[src/logic/glb_pkg.sv]
package glb_pkg;

    // Bank number field of a host word address
    localparam int BANK_SEL_WIDTH = 2;                                  // Upper bits pick the bank

    // One bank per value of the bank number field
    localparam int NUM_BANKS = 2 ** BANK_SEL_WIDTH;                     // Four banks in total

    // Word address inside one bank
    localparam int BANK_ADDR_WIDTH = 10;                                // 1024 words per bank

    // Host word address covers every bank
    localparam int GLB_ADDR_WIDTH = BANK_SEL_WIDTH + BANK_ADDR_WIDTH;   // Twelve address bits

    // Data word and per-bit write select share one width
    localparam int BANK_DATA_WIDTH = 64;                                // One 64-bit word per access

    // Field view of a host address
    typedef struct packed {
        logic [BANK_SEL_WIDTH-1:0]  bank_sel;                           // Bank number in the top bits
        logic [BANK_ADDR_WIDTH-1:0] bank_addr;                          // Word inside that bank
    } glb_addr_field_t;

    // A host address is either one flat number or the bank and word pair
    typedef union packed {
        logic [GLB_ADDR_WIDTH-1:0] flat;                                // Plain host word address
        glb_addr_field_t           field;                               // Split into bank and word
    } glb_addr_t;

endpackage

[src/logic/glb_bank_ctrl.sv]
module glb_bank_ctrl (
    input  logic                                clk,
    input  logic                                reset,

    // Write request from the demultiplexer
    input  logic                                wr_en,
    input  logic [glb_pkg::BANK_ADDR_WIDTH-1:0] wr_addr,
    input  logic [glb_pkg::BANK_DATA_WIDTH-1:0] wr_data,
    input  logic [glb_pkg::BANK_DATA_WIDTH-1:0] wr_data_bit_sel,

    // Read request and its returned word
    input  logic                                rd_en,
    input  logic [glb_pkg::BANK_ADDR_WIDTH-1:0] rd_addr,
    output logic [glb_pkg::BANK_DATA_WIDTH-1:0] rd_data,
    output logic                                rd_data_valid,

    // Memory side
    output logic                                mem_rd_en,
    output logic                                mem_wr_en,
    output logic [glb_pkg::BANK_ADDR_WIDTH-1:0] mem_addr,
    output logic [glb_pkg::BANK_DATA_WIDTH-1:0] mem_data_in,
    output logic [glb_pkg::BANK_DATA_WIDTH-1:0] mem_data_in_bit_sel,
    input  logic [glb_pkg::BANK_DATA_WIDTH-1:0] mem_data_out
);

    import glb_pkg::*;

    logic                       mem_rd_en_d1;                       // Read issued to memory last cycle
    logic [BANK_DATA_WIDTH-1:0] rd_data_d1;                         // Last word handed out

    // Write has priority over read on this bank
    always_comb begin
        if (wr_en) begin
            mem_wr_en           = 1'b1;                             // Write goes to memory
            mem_rd_en           = 1'b0;                             // A colliding read is dropped
            mem_addr            = wr_addr;
            mem_data_in         = wr_data;
            mem_data_in_bit_sel = wr_data_bit_sel;                  // Only selected bits change
        end
        else if (rd_en) begin
            mem_wr_en           = 1'b0;
            mem_rd_en           = 1'b1;                             // Read goes to memory
            mem_addr            = rd_addr;
            mem_data_in         = '0;                               // Idle write data stays zero
            mem_data_in_bit_sel = '0;
        end
        else begin
            mem_wr_en           = 1'b0;                             // Nothing to do this cycle
            mem_rd_en           = 1'b0;
            mem_addr            = '0;
            mem_data_in         = '0;
            mem_data_in_bit_sel = '0;
        end
    end

    // Track the executed read so a dropped read never raises valid
    always_ff @(posedge clk or posedge reset) begin
        if (reset) begin
            mem_rd_en_d1 <= 1'b0;
            rd_data_d1   <= '0;
        end
        else begin
            mem_rd_en_d1 <= mem_rd_en;                              // Memory word appears one edge later
            rd_data_d1   <= rd_data;                                // Remember what was presented
        end
    end

    // Fresh word while a read returns and the previous word otherwise
    assign rd_data       = mem_rd_en_d1 ? mem_data_out : rd_data_d1;
    assign rd_data_valid = mem_rd_en_d1;                            // High for the return cycle only

endmodule

[config.mk]
export PLATFORM = sky130hd
export DESIGN_NAME = glb_bank_ctrl
export DESIGN_NICKNAME = d
export VERILOG_FILES = /design/src/logic/glb_pkg.sv /design/src/logic/glb_bank_ctrl.sv
export SDC_FILE = /design/constraint.sdc
export NUM_CORES = 1
export LEC_CHECK = 0
export ABC_AREA = 0
export BUFFER_PORTS_ARGS = -buffer_cell sky130_fd_sc_hd__buf_4
export CAP_MARGIN = 5
export CORE_AREA = 2 2 165 167
export DETAILED_ROUTE_END_ITERATION = 8
export DIE_AREA = 0 0 167 169
export PLACE_DENSITY = 0.36
export SYNTH_ARGS = -nofsm -noshare
export SYNTH_HDL_FRONTEND = slang
export SYNTH_SLANG_ARGS = --single-unit
export TNS_END_PERCENT = 100
[constraint.sdc]
create_clock -name clk -period 3.1 [get_ports clk]
set_clock_uncertainty 0.15 [all_clocks]
set_input_delay 0.775 -clock clk [delete_from_list [all_inputs] [get_ports clk]]
set_output_delay 0.775 -clock clk [all_outputs]
set_load 0.01 [all_outputs]
* After elaboration in Yosys (flattened, before gate mapping) *
Cells that the tools add are included.

operators by class
  mux-type cells = 8

operators with widths
  cell               number
  2-to-1 mux 64 bit  3
  2-to-1 mux 10 bit  2
  2-to-1 mux 1 bit   3

storage, ports and cells
  bits in registers = 65
  input bits = 216
  logic and storage cells = 10

* Logic depth before layout (Yosys ltp) *
Gate-level depths: netlist (run 1).

  depth in word-level cells = 2
  gate-level depth with buffers = 3
  depth with buffers taken out = 2

* Least setup slack after synthesis (run 1) *
Ideal clock, no wire load.

  path kind = input to output
  start = input rd_en
  end = output mem_addr[0] in the netlist's numbering
  data arrival time = 1.265 ns
  required time = 2.175 ns
  path slack = 0.910 ns
  stages = 3
  path buffers = 1
  cells stage by stage = nor2b_1 -> buf_2 -> a22o_1

between the ends
  longest elaborated chain between the ends = 2

RTL lines
  what                line                 text
  start: declaration  glb_bank_ctrl.sv:12  input logic rd_en,
  2-to-1 mux 10 bit   glb_bank_ctrl.sv:40  else if (rd_en) begin
  2-to-1 mux 10 bit   glb_bank_ctrl.sv:33  if (wr_en) begin
  end: declaration    glb_bank_ctrl.sv:20  output logic [glb_pkg::BANK_ADDR_WIDTH-1:0] mem_addr,

No other way between the ends.

* Worst setup path in the final report (run 1) *
  start = register mem_rd_en_d1 (netlist: rd_data_valid)
  end = output rd_data[1] in the netlist's numbering

between the ends
  longest elaborated chain between the ends = 1

RTL lines
  what                      line                 text
  start: declaration        glb_bank_ctrl.sv:28  logic mem_rd_en_d1;
  start signal: assignment  glb_bank_ctrl.sv:63  mem_rd_en_d1 <= mem_rd_en;
  2-to-1 mux 64 bit         glb_bank_ctrl.sv:69  assign rd_data = mem_rd_en_d1 ? mem_data_out : rd_data_d1;
  end: declaration          glb_bank_ctrl.sv:14  output logic [glb_pkg::BANK_DATA_WIDTH-1:0] rd_data,

No other way between the ends.

==> results of run 1 <==
## state kept, by name, summed over array words and instances, names as in the netlist
register / flops
rd_data_d1: 64
rd_data_valid: 1
## logic make-up after synthesis
group | synth area share, %
multiplexers | 26.0
AO/OA/AOI/OAI | 2.20
AND/OR/NAND/NOR | 22.6
flip-flops | 44.6
buffers and inverters | 4.64
## placed cells by master, fill, tap and decap left out, drive strengths merged
cell type  count
diode          2
o21ai          2
buf          426
mux2          64
clkinvlp       1
a22o           8
nor2b          1
clkbuf        11
bufinv         2
nand2          4
dfrtp         65
and2         128
inv            3
## per-layer routing
layer | routed length, µm | track usage (%) | up-vias
met5 | 0 | 0 | -
met4 | 288 | 4.09 | 0
met3 | 2550 | 7.13 | 11
met2 | 10700 | 24.9 | 254
met1 | 7970 | 15.8 | 1818
li1 | - | - | 1792
## power by group through the flow
stage | logic [mW] | clock network [mW] | registers [mW]
floorplan | 0.480 | 0 | 1.01
finish | 1.09 | 1.13 | 1.01
global route | 1.18 | 1.22 | 1.02
detailed placement | 1.11 | 0 | 1.03
global placement | 1.11 | 0 | 1.02
CTS | 1.11 | 1.18 | 1.01
## stage by stage
stage / hold WS, ps / util [%]
floorplan: 343 / -
detailed placement: 330 / 27.0
CTS: 342 / 28.3
global route: 349 / 28.3
global placement: 326 / 27.0
finish: 340 / 28.3
## final timing paths
check                                 endpoint  cells past startpoint  slack, ps     startpoint
min in group asynchronous       rd_data_d1[16]                      2        440          reset
worst min-delay path             rd_data_d1[7]                      1        340  rd_data_d1[7]
worst max register to register   rd_data_d1[1]                      2       1440  rd_data_valid
worst min register to register   rd_data_d1[7]                      1        340  rd_data_d1[7]
max in group asynchronous       rd_data_d1[39]                      3       1670          reset
worst max-delay path                rd_data[1]                      3        320  rd_data_valid
## layout make-up
type / count / area share, %
inverter: 1 / 0.0501
tap: 341 / 5.69
clock buffer: 11 / 3.37
antenna: 2 / 0.0667
sequential: 65 / 21.7
clock inverter: 5 / 1.13
multi-input combinational: 207 / 24.6
timing repair buffer: 426 / 43.3
## critical path, cell delays in order, from the launching register on
cell and delay, ps:
dfrtp_4 720, buf_12 270, mux2_2 370, buf_4 150
==> results.ini, run 1 <==
[worst_setup_path]
critPathKind = register to primary output
worstPathMaxFanout = 24
worst_setup_path_start_kind = register
cp.required_ps = 2170
worstPathArrival_ps = 1860
end_kind = primary output

[die]
num_rows = 60
dieHeight_um = 169
ioPinCount = 421
die_area_mm2 = 0.0282
coreArea_mm2 = 0.0265
start_util_pct = 13.7
die_x_um = 167

[layout]
stdcell_area_mm2 = 0.00750
seqCellArea_mm2 = 0.00163
syn2layout_area_growth_pct = 106
nFillCells = 2847
fin_nets = 926
multiInputGateArea_mm2 = 0.00185
final_cells = 1058
drive_above_1_share_pct = 71.0

[sta]
grt_setup_unrepaired = no
drv_slew = 0
max_clock_freq_ghz = 0.360
period_needed_ps = 2780
max_slew.worst_pin.slew_ps = 793
fin_crit_sh_pct = 89.7
setup_violations = 0
finalWorstSetupSlack_ps = 318
finalSetupTns_ps = 0
hold_viol = 0
slew_headroom_pct = 47.0

[clock_tree]
clk_pin_slew_worst_paths_ps = 60
cts_root_buffer = clkbuf_16
cts.repair.resized = 0
ctsHoldBuffers = 0
h-tree-depth = 3
post_cts.repair.setup_buffers = 0
clock_latency_ps = 330
cts_buffers = 9
cts.path.max_buffers = 2
cts.sink_count = 65
cts_tree = built

[power]
power_switching_uw = 846
p_leak_nw = 3.89
combPwrFrac_pct = 33.8
seqPwrFrac_pct = 31.3
pwr-share-clk_pct = 34.9
p_per_area_mw_per_mm2 = 431
p_int_mw = 2.39
switching_share_pct = 26.1
power_mw = 3.23
vdd_drop_max_v = 0.000296

[route]
postRouteAntennaNets = 0
drt_wl_total_um = 21500
drtIter0Drc = 108
wl_per_cell_um = 20.4
drc = 0
viasPerCell = 3.66
vias = 3875
dr.pass1.iters = 4

[global_routing]
grt_pass1_vias = 4118
grt_pass1_wl_um = 29800
grt-ovfl-total = 0
grt_usage_pct = 14.5
grt_max_degree = 86
antenna_found_initial = 2

[synthesis]
synth_top_area_share_pct = 44.6
synth-seq-cells = 65
ys_seq_area_share_pct = 44.6
async_flop_share_pct = 100
ys.warnings.count = 0
synth_most_common_cell = and2_1
syn_area_mm2 = 0.00364
synth_common_cells = and2_1 (128), dfrtp_1 (65), mux2_4 (60)
syn_inst = 297
synth_edf_count = 0
synth_flop_cell = dfrtp_1
synth.area.top_cells = dfrtp_1 (45%), mux2_4 (25%), and2_1 (22%)
synth_nets = 513
synth_area_leader_cell = dfrtp_1
syn_avg_cell_area_um2 = 12.3
synth_cell_types = 14

[placed_design]
port_buffers = 420
detailed_place_hpwl_um = 18300
placed_cells = 1040
dp_worst_setup_slack_ps = 460
gp_congestion = 0.904
post_dp_cell_area_mm2 = 0.00716

[worst_hold_path]
hold_class = register to register

[run_status]
status = finished, final reports clean

[run]
drv_cap = 0

No activity file was read; power rests on OpenSTA's default activity.
==> run 2: changes to the inputs <==
REMOVE_ABC_BUFFERS = 1   (was unset)
SLEW_MARGIN = 20   (was unset)
==> results.ini, run 2 (same netlist as run 1, synthesis figures left out) <==
[sta]
finalSetupTns_ps = 0
max_slew.worst_pin.slew_ps = 911
grt_setup_unrepaired = no
setup_violations = 0
period_needed_ps = 2920
slew_headroom_pct = 39.1
fin_crit_sh_pct = 94.3
drv_slew = 0
finalWorstSetupSlack_ps = 177
max_clock_freq_ghz = 0.342
hold_viol = 0

[placed_design]
port_buffers = 420
detailed_place_hpwl_um = 17400
placed_cells = 1037
gp_congestion = 0.924
dp_worst_setup_slack_ps = 121

[route]
wl_per_cell_um = 19.7
vias = 3792
dr.pass1.iters = 4
drtIter0Drc = 193
viasPerCell = 3.59
postRouteAntennaNets = 0
drt_wl_total_um = 20800
drc = 0

[layout]
seqCellArea_mm2 = 0.00163
syn2layout_area_growth_pct = 105
fin_nets = 923
regMostFlops = rd_data_d1
postLayoutCoreUtil_pct = 28.2
drive_above_1_share_pct = 70.8
largest_register_ffs = 64
multiInputGateArea_mm2 = 0.00185
layout_common_cells = buf_4 (420), and2_1 (128), dfrtp_1 (64)
final_cells = 1055
nFillCells = 2862
layout_commonest_cell = buf_4

[clock_tree]
clk_pin_slew_worst_paths_ps = 50
cts_tree = built
cts.sink_count = 65
cts.path.max_buffers = 2
clock_latency_ps = 330
cts_root_buffer = clkbuf_16
ctsHoldBuffers = 0
h-tree-depth = 3
cts_buffers = 9
cts.repair.resized = 0
post_cts.repair.setup_buffers = 0

[worst_setup_path]
worstPathMaxFanout = 10
worstReg2RegStart = rd_data_valid
critPathLaunch = wr_en
cp.buffers_inverters = 2
crit_slowest_cell = nor2b_1
max_stage_delay_ps = 700
path_cells = buf_4, nor2b_1, a22o_1, buf_4
crit_family = simple AND/OR/NAND/NOR gates
cp.required_ps = 2170
worstPathArrival_ps = 2000
critPathKind = input port to primary output
cp_common_cell = buf_4
end_kind = primary output
worst_setup_path_start_kind = input port
r2r_setup_slack_ps = 1410

[die]
dieHeight_um = 169
num_rows = 60
die_area_mm2 = 0.0282
ioPinCount = 421
start_util_pct = 13.7
coreArea_mm2 = 0.0265
die_x_um = 167

[run_status]
status = finished, final reports clean

[global_routing]
grt_max_degree = 142
antenna_found_initial = 2
grt_pass1_wl_um = 29000
grt_usage_pct = 14.1
grt_pass1_vias = 4117
grt-ovfl-total = 0

[power]
p_per_area_mw_per_mm2 = 440
power_mw = 3.29
p_leak_nw = 3.87
vdd_drop_max_v = 0.000239

[worst_hold_path]
hp-start = rd_data_d1[32]
hold_class = register to register

[run]
drv_cap = 0

[run 2: cell count changes in the layout (fill, tap and decap cells not counted), sizes merged]
cell,before,now
buf,426,423
bufinv,2,3
clkinv,0,1
inv,3,1
[run 2: layer usage]
metal,part of all wire (%),up-vias,global-route usage (%)
met5,0,-,0
met4,1.4,0,3.90
met3,12,18,7.36
met2,51,212,24.2
met1,36,1781,15.3
li1,-,1781,-
[run 2: worst paths after layout]
| path | to | cells after the start |
|---|---|---|
| max reg2reg | rd_data_d1[60] | 2 |
| max in group asynchronous | rd_data_d1[26] | 3 |
| min | rd_data_d1[32] | 1 |
| max | mem_addr[0] | 4 |
| min in group asynchronous | rd_data_d1[8] | 2 |
| min reg2reg | rd_data_d1[32] | 1 |
[run 2: layout make-up]
type / instances / area share (%)
multi-input cells: 207 / 24.7
repair buffers: 423 / 43.0
clock inverters: 5 / 1.37
clock buffers: 11 / 3.25
diodes: 2 / 0.0670
flip-flops and latches: 65 / 21.8
well taps: 341 / 5.71
inverters: 1 / 0.0502
[run 2: per-stage QoR]
stage | hold WS, ps | instance area, µm²
4_1_cts | 342 | 7470
3_5_place_dp | 327 | 7120
5_1_grt | 352 | 7470
2_1_floorplan | 344 | 3480
6_report | 340 | 7470
3_3_place_gp | 327 | 7120
[run 2: power by group]
group	switching (mW)	leakage [nW]	total [mW]	internal, mW
Clock	0.381	0.166	1.19	0.806
Combinational	0.431	2.94	1.09	0.661
Sequential	0.0390	0.762	1.01	0.972
