## config.mk

```make
export PLATFORM = sky130hd
export DESIGN_NAME = glb_rd_data_collector
export DESIGN_NICKNAME = d
export VERILOG_FILES = /design/src/logic/glb_pkg.sv /design/src/logic/glb_rd_data_collector.sv
export SDC_FILE = /design/constraint.sdc
export NUM_CORES = 1
export LEC_CHECK = 0
export BUFFER_PORTS_ARGS = -buffer_cell sky130_fd_sc_hd__buf_4
export CORE_AREA = 2 2 127 129
export CTS_CLUSTER_SIZE = 20
export DETAILED_ROUTE_END_ITERATION = 16
export DIE_AREA = 0 0 129 131
export PLACE_DENSITY = 0.66
export SYNTH_ARGS = -nofsm -noshare
export SYNTH_HDL_FRONTEND = slang
export SYNTH_SLANG_ARGS = --single-unit
```

## constraint.sdc

```tcl
create_clock -name clk -period 2.7 [get_ports clk]
set_clock_uncertainty 0.15 [all_clocks]
set_input_delay 0.135 -clock clk [delete_from_list [all_inputs] [get_ports clk]]
set_output_delay 0.135 -clock clk [all_outputs]
set_load 0.02 [all_outputs]
```

## src/logic/glb_pkg.sv

```systemverilog
package glb_pkg;

    // Bank number field of a host word address
    localparam int BANK_SEL_WIDTH = 2;                                  // Upper bits pick the bank

    // One bank per value of the bank number field
    localparam int NUM_BANKS = 2 ** BANK_SEL_WIDTH;                     // Four banks in total

    // Word address inside one bank
    localparam int BANK_ADDR_WIDTH = 10;                                // 1024 words per bank

    // Host word address covers every bank
    localparam int GLB_ADDR_WIDTH = BANK_SEL_WIDTH + BANK_ADDR_WIDTH;   // Twelve address bits

    // Data word and per-bit write select share one width
    localparam int BANK_DATA_WIDTH = 64;                                // One 64-bit word per access

    // Field view of a host address
    typedef struct packed {
        logic [BANK_SEL_WIDTH-1:0]  bank_sel;                           // Bank number in the top bits
        logic [BANK_ADDR_WIDTH-1:0] bank_addr;                          // Word inside that bank
    } glb_addr_field_t;

    // A host address is either one flat number or the bank and word pair
    typedef union packed {
        logic [GLB_ADDR_WIDTH-1:0] flat;                                // Plain host word address
        glb_addr_field_t           field;                               // Split into bank and word
    } glb_addr_t;

endpackage

```

## src/logic/glb_rd_data_collector.sv

```systemverilog
module glb_rd_data_collector (
    input  logic                                clk,
    input  logic                                reset,

    // Return data from every bank controller
    input  logic [glb_pkg::BANK_DATA_WIDTH-1:0] bank_rd_data [glb_pkg::NUM_BANKS],
    input  logic [glb_pkg::NUM_BANKS-1:0]       bank_rd_data_valid,

    // Registered host read return
    output logic [glb_pkg::BANK_DATA_WIDTH-1:0] packet_rd_data,
    output logic                                packet_rd_data_valid
);

    import glb_pkg::*;

    logic [BANK_DATA_WIDTH-1:0] sel_data;                           // Word chosen for this cycle
    logic                       any_valid;                          // Some bank is returning data

    // Only one read per cycle so at most one bank returns
    always_comb begin
        sel_data = packet_rd_data;                                  // Keep the old word when idle
        for (int b = 0; b < NUM_BANKS; b++) begin
            if (bank_rd_data_valid[b]) begin
                sel_data = bank_rd_data[b];                         // Take the returning bank's word
            end
        end
    end

    assign any_valid = |bank_rd_data_valid;                         // OR of all bank valids

    // Host output register
    always_ff @(posedge clk or posedge reset) begin
        if (reset) begin
            packet_rd_data       <= '0;                             // Host data reads zero after reset
            packet_rd_data_valid <= 1'b0;
        end
        else begin
            packet_rd_data       <= sel_data;                       // Holds while no bank is valid
            packet_rd_data_valid <= any_valid;                      // One-cycle pulse per return
        end
    end

endmodule

```

# == After elaboration in Yosys (flattened, before gate mapping) ==
# Index checks and enable logic that the tools add are counted.
# totals
regBits,65
in_bits,262
output_inout_bits,65
# op_classes
mux,4
n_reduce_logical,2
# op_table
operator,n
64-bit 2-to-1 mux,4
4-bit nonzero test,1
4-bit OR reduction,1

# == Longest topological paths before layout ==
# Gate-level depths: netlist of the first run.
# depth
depth_word,4
ltp_mapped,5
ltp_nobuf,3

# == Worst setup path after synthesis of the first run ==
# Ideal clock, no wire load.
# synth_path
path_type,input-to-reg
start,input port bank_rd_data_valid[1] in the netlist's numbering
end,register packet_rd_data[0] in the netlist's numbering
arrival_ps,1055
required_ps,2408
slack_ps,1354
path_stages,5
n_path_buf,2
path_cell_list,or4_4 buf_6 buf_6 nor2_1 a211oi_1
# synth_between
elab_chain_len,3
# synth_rtl
item,line,rtl
from (decl),glb_rd_data_collector.sv:7,"input logic [glb_pkg::NUM_BANKS-1:0] bank_rd_data_valid,"
64-bit 2-to-1 mux (3 in a row),glb_rd_data_collector.sv:23,if (bank_rd_data_valid[b]) begin
to (signal assigned),glb_rd_data_collector.sv:38,packet_rd_data <= sel_data;
to (decl),glb_rd_data_collector.sv:10,"output logic [glb_pkg::BANK_DATA_WIDTH-1:0] packet_rd_data,"
# Parallel ways exist; a longest one is shown, timed or not.
# A chain may end at the register's enable or synchronous reset.

# == Worst setup path after layout of the first run ==
# layout_path
start,input port bank_rd_data_valid[3] in the netlist's numbering
end,register packet_rd_data[13] in the netlist's numbering
# layout_between
elab_chain_len,1
# layout_rtl
item
4-bit nonzero test (no line) or 64-bit 2-to-1 mux (tied branches)
# Parallel ways exist; a longest one is shown, timed or not.

==> results of run 1 <==
where the power goes:
group          internal, uW  total, uW  leakage, uW  switching [uW]
Combinational           630       1080      0.00276             451
Sequential             1070       1130     0.000728            56.3
Clock                   836       1270     0.000153             430
Total                  2540       3480      0.00364             938
final timing paths:
| path | start | end | slack, ps |
|---|---|---|---|
| worst max-delay path | bank_rd_data_valid[3] | packet_rd_data[13]$_DFFE_PP0P_ | 250 |
| worst min-delay path | bank_rd_data[96] | packet_rd_data[32]$_DFFE_PP0P_ | 10 |
| worst max register to register | packet_rd_data[38]$_DFFE_PP0P_ | packet_rd_data[38]$_DFFE_PP0P_ | 1250 |
| worst min register to register | packet_rd_data[52]$_DFFE_PP0P_ | packet_rd_data[52]$_DFFE_PP0P_ | 410 |
| max in group asynchronous | reset | packet_rd_data_valid$_DFF_PP0_ | 1360 |
| min in group asynchronous | reset | packet_rd_data[11]$_DFFE_PP0P_ | 400 |
state kept, by name, indices dropped and copies added (netlist names):
register and count:
packet_rd_data_valid 1, packet_rd_data 64
cells in the final DEF, fill, tap and decap left out, drive strengths merged:
master	netlist	layout
nand2b	1	1
bufinv	0	2
mux2i	64	64
o2bb2ai	1	1
or4	1	1
dlygate4sd3	0	113
dfrtp	65	65
clkbuf	13	12
a211oi	64	64
inv	2	2
buf	20	333
clkinvlp	0	1
nor2	66	66
nor3	1	1
o22ai	63	63
clkinv	0	1
cell type report:
cell class              count  area share
flip-flops and latches     65       0.211
well taps                 216      0.0351
repair buffers            446       0.475
multi-input cells         261       0.235
clock buffers              12      0.0320
clock inverters             4     0.00992
inverters                   2    0.000976
kinds of logic (layout without fill, tap and decap cells):
family | after synthesis | after routing | share of synthesized area
multiplexers | 64 | 64 | 0.176
AO/OA/AOI/OAI | 128 | 128 | 0.243
flip-flops | 65 | 65 | 0.448
AND/OR/NAND/NOR | 69 | 69 | 0.0757
buffers and inverters | 35 | 464 | 0.0575
routing by layer:
| layer | vias to the layer above | global-route usage | wire length [um] |
|---|---|---|---|
| met4 | 0 | 0.0812 | 439 |
| met1 | 2145 | 0.207 | 6310 |
| met5 | - | 0 | 0 |
| li1 | 2242 | - | - |
| met3 | 30 | 0.0428 | 1190 |
| met2 | 224 | 0.326 | 8160 |
worst reg2reg max path, cell delays in order, from the launching register on:
cell and delay [ps]:
dfrtp_1 370, nor2_1 140, a211oi_1 70, dlygate4sd3_1 600
per-stage QoR:
| step | cell area, sq um | hold slack (ps) | setup WS, ps | util |
|---|---|---|---|---|
| 2_1_floorplan | 3630 | 166 | 789 | - |
| 3_3_place_gp | 6240 | 194 | 962 | 0.400 |
| 3_5_place_dp | 6240 | 199 | 944 | 0.400 |
| 4_1_cts | 7690 | 0.328 | 309 | 0.493 |
| 5_1_grt | 7690 | 2.47 | 110 | 0.493 |
| 6_report | 7690 | 12.6 | 246 | 0.493 |
repair_timing:
item	4_1_cts	5_1_grt
setup buffers	0	0
hold buffers	113	0
hold endpoints to repair	95	0
==> summary.md, run 1 <==
| Metric | Value |
|---|---|
| Status | `finished, final reports clean` |
| Yosys cell types | `15` |
| Post-route ant nets | `0` |
| Async S/R FF share, synth | `1.00` |
| Setup TNS | `0 ps` |
| Hold Fails Final Rpt | `0` |
| Critical path, cell by cell | `buf_4 > inv_2 > buf_12 > o22ai_1 > dlygate4sd3_1 > a211oi_1 > dlygate4sd3_1` |
| DP HPWL | `around 11 mm` |
| WHS Path Cells | `3` |
| Leak Pwr | `0.00364 uW` |
| # fillers | `1439` |
| Syn_nets | `slightly above 600` |
| Buffers on Ports | `326` |
| Initial antenna violation count | `0` |
| Worst path depth | `7` |
| Nature of the critical path endpoint | `flip-flop` |
| Die Y | `131 um` |
| Final GP Congestion | `0.785` |
| Max Clk Rate | `just over 0.4 GHz` |
| Io pins | `327` |
| Delay-heaviest family, CP | `buffers and inverters` |
| CTS tree | `done` |
| Tmin final | `2450 ps` |
| CTS resizes | `0` |
| GR Util All Layers | `0.182` |
| Final setup vio count | `0` |
| Layout net count | `1047` |
| Total power | `3480 uW` |
| First-pass GRT wire length | `23.9 mm` |
| Crit path buf inv count | `5` |
| PD cells | `452 nW/um^2` |
| Most common cell in the netlist | `nor2_1` |
| Max-cap viol count | `0` |
| WP data arrival | `between 2000 and 3000 ps` |
| Reg area | `1630 sq um` |
| # DRC | `0` |
| Initial core utilization | `0.233` |
| Clock Tree Root | `clkbuf_16` |
| Post-synth top cells | `nor2_1 (66), dfrtp_1 (65), a211oi_1 (64), mux2i_1 (64), o22ai_1 (63)` |
| Clock buffer depth | `2` |
| Cell count after synthesis | `361` |
| DIE AREA | `16900 sq um` |
| Mapped cell area | `3630 sq um` |
| CORE AREA | `15600 sq um` |
| Crit-path slowest cell | `dlygate4sd3_1` |
| RSZ-0062 raised after global routing | `no` |
| Area leader, netlist | `dfrtp_1` |
| Clock Latency Late Sink | `320 ps` |
| N_diodes | `0` |
| Data required time of the worst path | `2810 ps` |
| Grt total ovfl | `0` |
| EDFF count, synth | `0` |
| Post-synthesis sequential area ratio | `0.448` |
| Vias in the first global route | `4730` |
| Mean post-synth cell area | `10.1 sq um` |
| Slowest stage delay, CP | `approximately 590 ps` |
| R2r worst-path depth | `3` |
| Synth warn | `0` |
| Area share of the largest cell type after synthesis | `0.448` |
| Layout Cells excl Fill | `slightly above 1000` |
| Drt first pass iters | `4` |
| Top cells by area, synth | `dfrtp_1 (45%), mux2i_1 (18%), a211oi_1 (13%), o22ai_1 (11%), nor2_1 (6.8%)` |
| Area growth syn-to-layout | `112%` |
| CTS clock-pin slew for the worst setup and hold paths | `60 ps` |
| Cts bufs inserted | `9` |
| Fin. max-slew vios | `0` |
| Slew HR | `0.458` |
| Vias per cell | `4.61` |
| Ys flop type | `dfrtp_1` |
| Ratio of cells with drive above 1 in the final layout | `0.446` |
| Drt initial violations | `161` |
| Die W | `129 um` |
| VDD IR max | `336 uV` |
| Vias post-DR | `between 4000 and 5000` |
| Largest net degree at the start of global routing | `66` |
| Multi-input gate area | `roughly 1800 sq um` |
| Fin crit share | `0.909` |
| WS Path Type | `in -> reg` |
| Worst-margin pin slew | `811 ps` |
| H-tree levels | `3` |
| Wire per inst | `16.0 um` |
| CTS sink cnt | `65` |
| Crit Path Max Fanout | `33` |
| Crit path top cell by count | `dlygate4sd3_1` |
| Placed Instances | `877` |
| HP Class | `in -> reg` |
| Register bit count reported by yosys | `65` |
| Crit start category | `input pin` |
| Row cnt | `46` |
| Post-Route WL | `between 15 and 20 mm` |
Note: power is estimated with default switching activity, not from simulation.
==> inputs of run 2 (changes only) <==
==> constraint.sdc (replaced) <==
create_clock -name clk -period 2.75 [get_ports clk]
set_clock_uncertainty 0.15 [all_clocks]
set_input_delay 0.1375 -clock clk [delete_from_list [all_inputs] [get_ports clk]]
set_output_delay 0.1375 -clock clk [all_outputs]
set_load 0.02 [all_outputs]
==> run 2 against run 1 <==
Against the previous run: sequential share of layout area is 0.18 points higher; routed wire length grew 4.2%; hold slack barely moved.
==> summary.md, run 2 (synthesis results as in run 1) <==
| Metric | Value |
|---|---|
| Final setup vio count | `0` |
| Io pins | `327` |
| CTS clock-pin slew for the worst setup and hold paths | `60 ps` |
| Slew HR | `0.439` |
| # fillers | `1451` |
| Area growth syn-to-layout | `110%` |
| Post-place setup slack | `896 ps` |
| Commonest non-fill, non-tap cell in the layout | `buf_4` |
| Max Clk Rate | `0.389 GHz` |
| Row cnt | `46` |
| CTS sink cnt | `65` |
| Vias post-DR | `4735` |
| P_int | `2340 uW` |
| Wire per inst | `16.8 um` |
| Sequential power share | `0.341` |
| CTS tree | `done` |
| RSZ-0062 raised after global routing | `no` |
| Tmin final | `around 2600 ps` |
| Cts bufs inserted | `9` |
| Switching power | `905 uW` |
| Clock buffer depth | `2` |
| WP data arrival | `2680 ps` |
| CTS resizes | `0` |
| Crit Path Max Fanout | `33` |
| Nature of the critical path endpoint | `flip-flop` |
| Most flops, register | `packet_rd_data` |
| Crit start category | `input pin` |
| Final core utilization | `0.489` |
| Buffers on Ports | `326` |
| Switch share | `0.279` |
| Post-Route WL | `16.8 mm` |
| N_diodes | `0` |
| Hold Fails Final Rpt | `0` |
| H-tree levels | `3` |
| CORE AREA | `15600 sq um` |
| Fin. max-slew vios | `0` |
| Post-route ant nets | `0` |
| DIE AREA | `approximately 17000 sq um` |
| Die W | `about 130 um` |
| GR Util All Layers | `0.188` |
| Drt initial violations | `176` |
| Placed Instances | `876` |
| Worst setup margin | `roughly 180 ps` |
| Layout Cells excl Fill | `between 900 and 1000` |
| Layout net count | `approximately 1000` |
| Drt first pass iters | `4` |
| Ratio of cells with drive above 1 in the final layout | `0.446` |
| Largest net degree at the start of global routing | `66` |
| Status | `finished, final reports clean` |
| Initial core utilization | `0.233` |
| Fin crit share | `0.935` |
| PD cells | `425 nW/um^2` |
| Die Y | `between 100 and 150 um` |
| Initial antenna violation count | `0` |
| Max-cap viol count | `0` |
| Worst-margin pin slew | `840 ps` |
| WS Path Type | `in -> reg` |
| Clock power frac | `0.330` |
| DP HPWL | `around 11 mm` |
| Clock Latency Late Sink | `330 ps` |
| Clock Tree Root | `clkbuf_16` |
| Leak Pwr | `0.00361 uW` |
| Largest register FFs | `64` |
| Grt total ovfl | `0` |
| Data required time of the worst path | `about 2900 ps` |
| Largest registers | `packet_rd_data (64), packet_rd_data_valid (1)` |
| Setup TNS | `0 ps` |
| VDD IR max | `241 uV` |
| Vias in the first global route | `4913` |
| Final Cell Area | `7630 sq um` |
| Vias per cell | `4.74` |
| # DRC | `0` |
| DP Area | `6250 sq um` |
| First-pass GRT wire length | `about 24 mm` |
| Logic pwr share | `0.329` |
| Final GP Congestion | `0.769` |
| Commonest cells after routing, fill and taps aside | `buf_4 (328), dlygate4sd3_1 (110), nor2_1 (66), dfrtp_1 (65)` |
| HP Class | `in -> reg` |
run 2: cell count changes in the layout (fill, tap and decap cells not counted):
cell / before / now
buf_12: 2 / 4
buf_4: 331 / 328
bufinv_16: 2 / 0
clkbuf_1: 2 / 1
clkbuf_8: 1 / 3
clkinv_4: 1 / 0
clkinvlp_4: 1 / 0
dlygate4sd3_1: 113 / 110
run 2: metal layers:
| metal | up-vias | part of all wire | GRT usage |
|---|---|---|---|
| li1 | 2235 | - | - |
| met1 | 2226 | 0.37 | 0.202 |
| met2 | 243 | 0.52 | 0.347 |
| met3 | 31 | 0.083 | 0.0517 |
| met4 | 0 | 0.024 | 0.0806 |
| met5 | - | 0 | 0 |
run 2: cell type report:
type	instances	area, sq um	area share
inverters	2	7.51	0.000984
clock buffers	13	270	0.0354
flip-flops and latches	65	1630	0.213
well taps	216	270	0.0354
repair buffers	442	3640	0.478
multi-input cells	261	1810	0.237
run 2: worst paths after layout:
path	slack (ps)	startpoint	cells after the start	endpoint
worst max-delay path	180	bank_rd_data_valid[3]	7	packet_rd_data[16]$_DFFE_PP0P_
worst min-delay path	10	bank_rd_data[200]	3	packet_rd_data[8]$_DFFE_PP0P_
worst max register to register	1310	packet_rd_data[1]$_DFFE_PP0P_	3	packet_rd_data[1]$_DFFE_PP0P_
worst min register to register	410	packet_rd_data[24]$_DFFE_PP0P_	2	packet_rd_data[24]$_DFFE_PP0P_
max in group asynchronous	1390	reset	4	packet_rd_data[38]$_DFFE_PP0P_
min in group asynchronous	390	reset	3	packet_rd_data[16]$_DFFE_PP0P_
run 2: critical path, stage by stage:
cell and delay (ps):
buf_4 120, nand2b_2 610, buf_12 290, o22ai_1 110, dlygate4sd3_1 580, a211oi_1 220
dlygate4sd3_1 590
run 2: stage by stage:
step / hold WS [ps] / total power, uW
after floorplan: 168 / 1490
after global placement: 192 / 2010
after detailed placement: 207 / 2020
after CTS: 0.427 / 3270
after global routing: 12.0 / 3400
final: 12.4 / 3240
run 2: power groups by stage:
stage | registers (uW) | clock network, uW | logic (uW)
floorplan | 1240 | 0 | 254
global placement | 1120 | 0 | 893
detailed placement | 1120 | 0 | 901
CTS | 1110 | 1100 | 1060
global route | 1120 | 1140 | 1130
finish | 1110 | 1070 | 1070
run 2: timing repair:
item | CTS | global route
endpoints found under the hold margin | 91 | 0
hold buffers | 110 | 0
setup buffers | 0 | 0
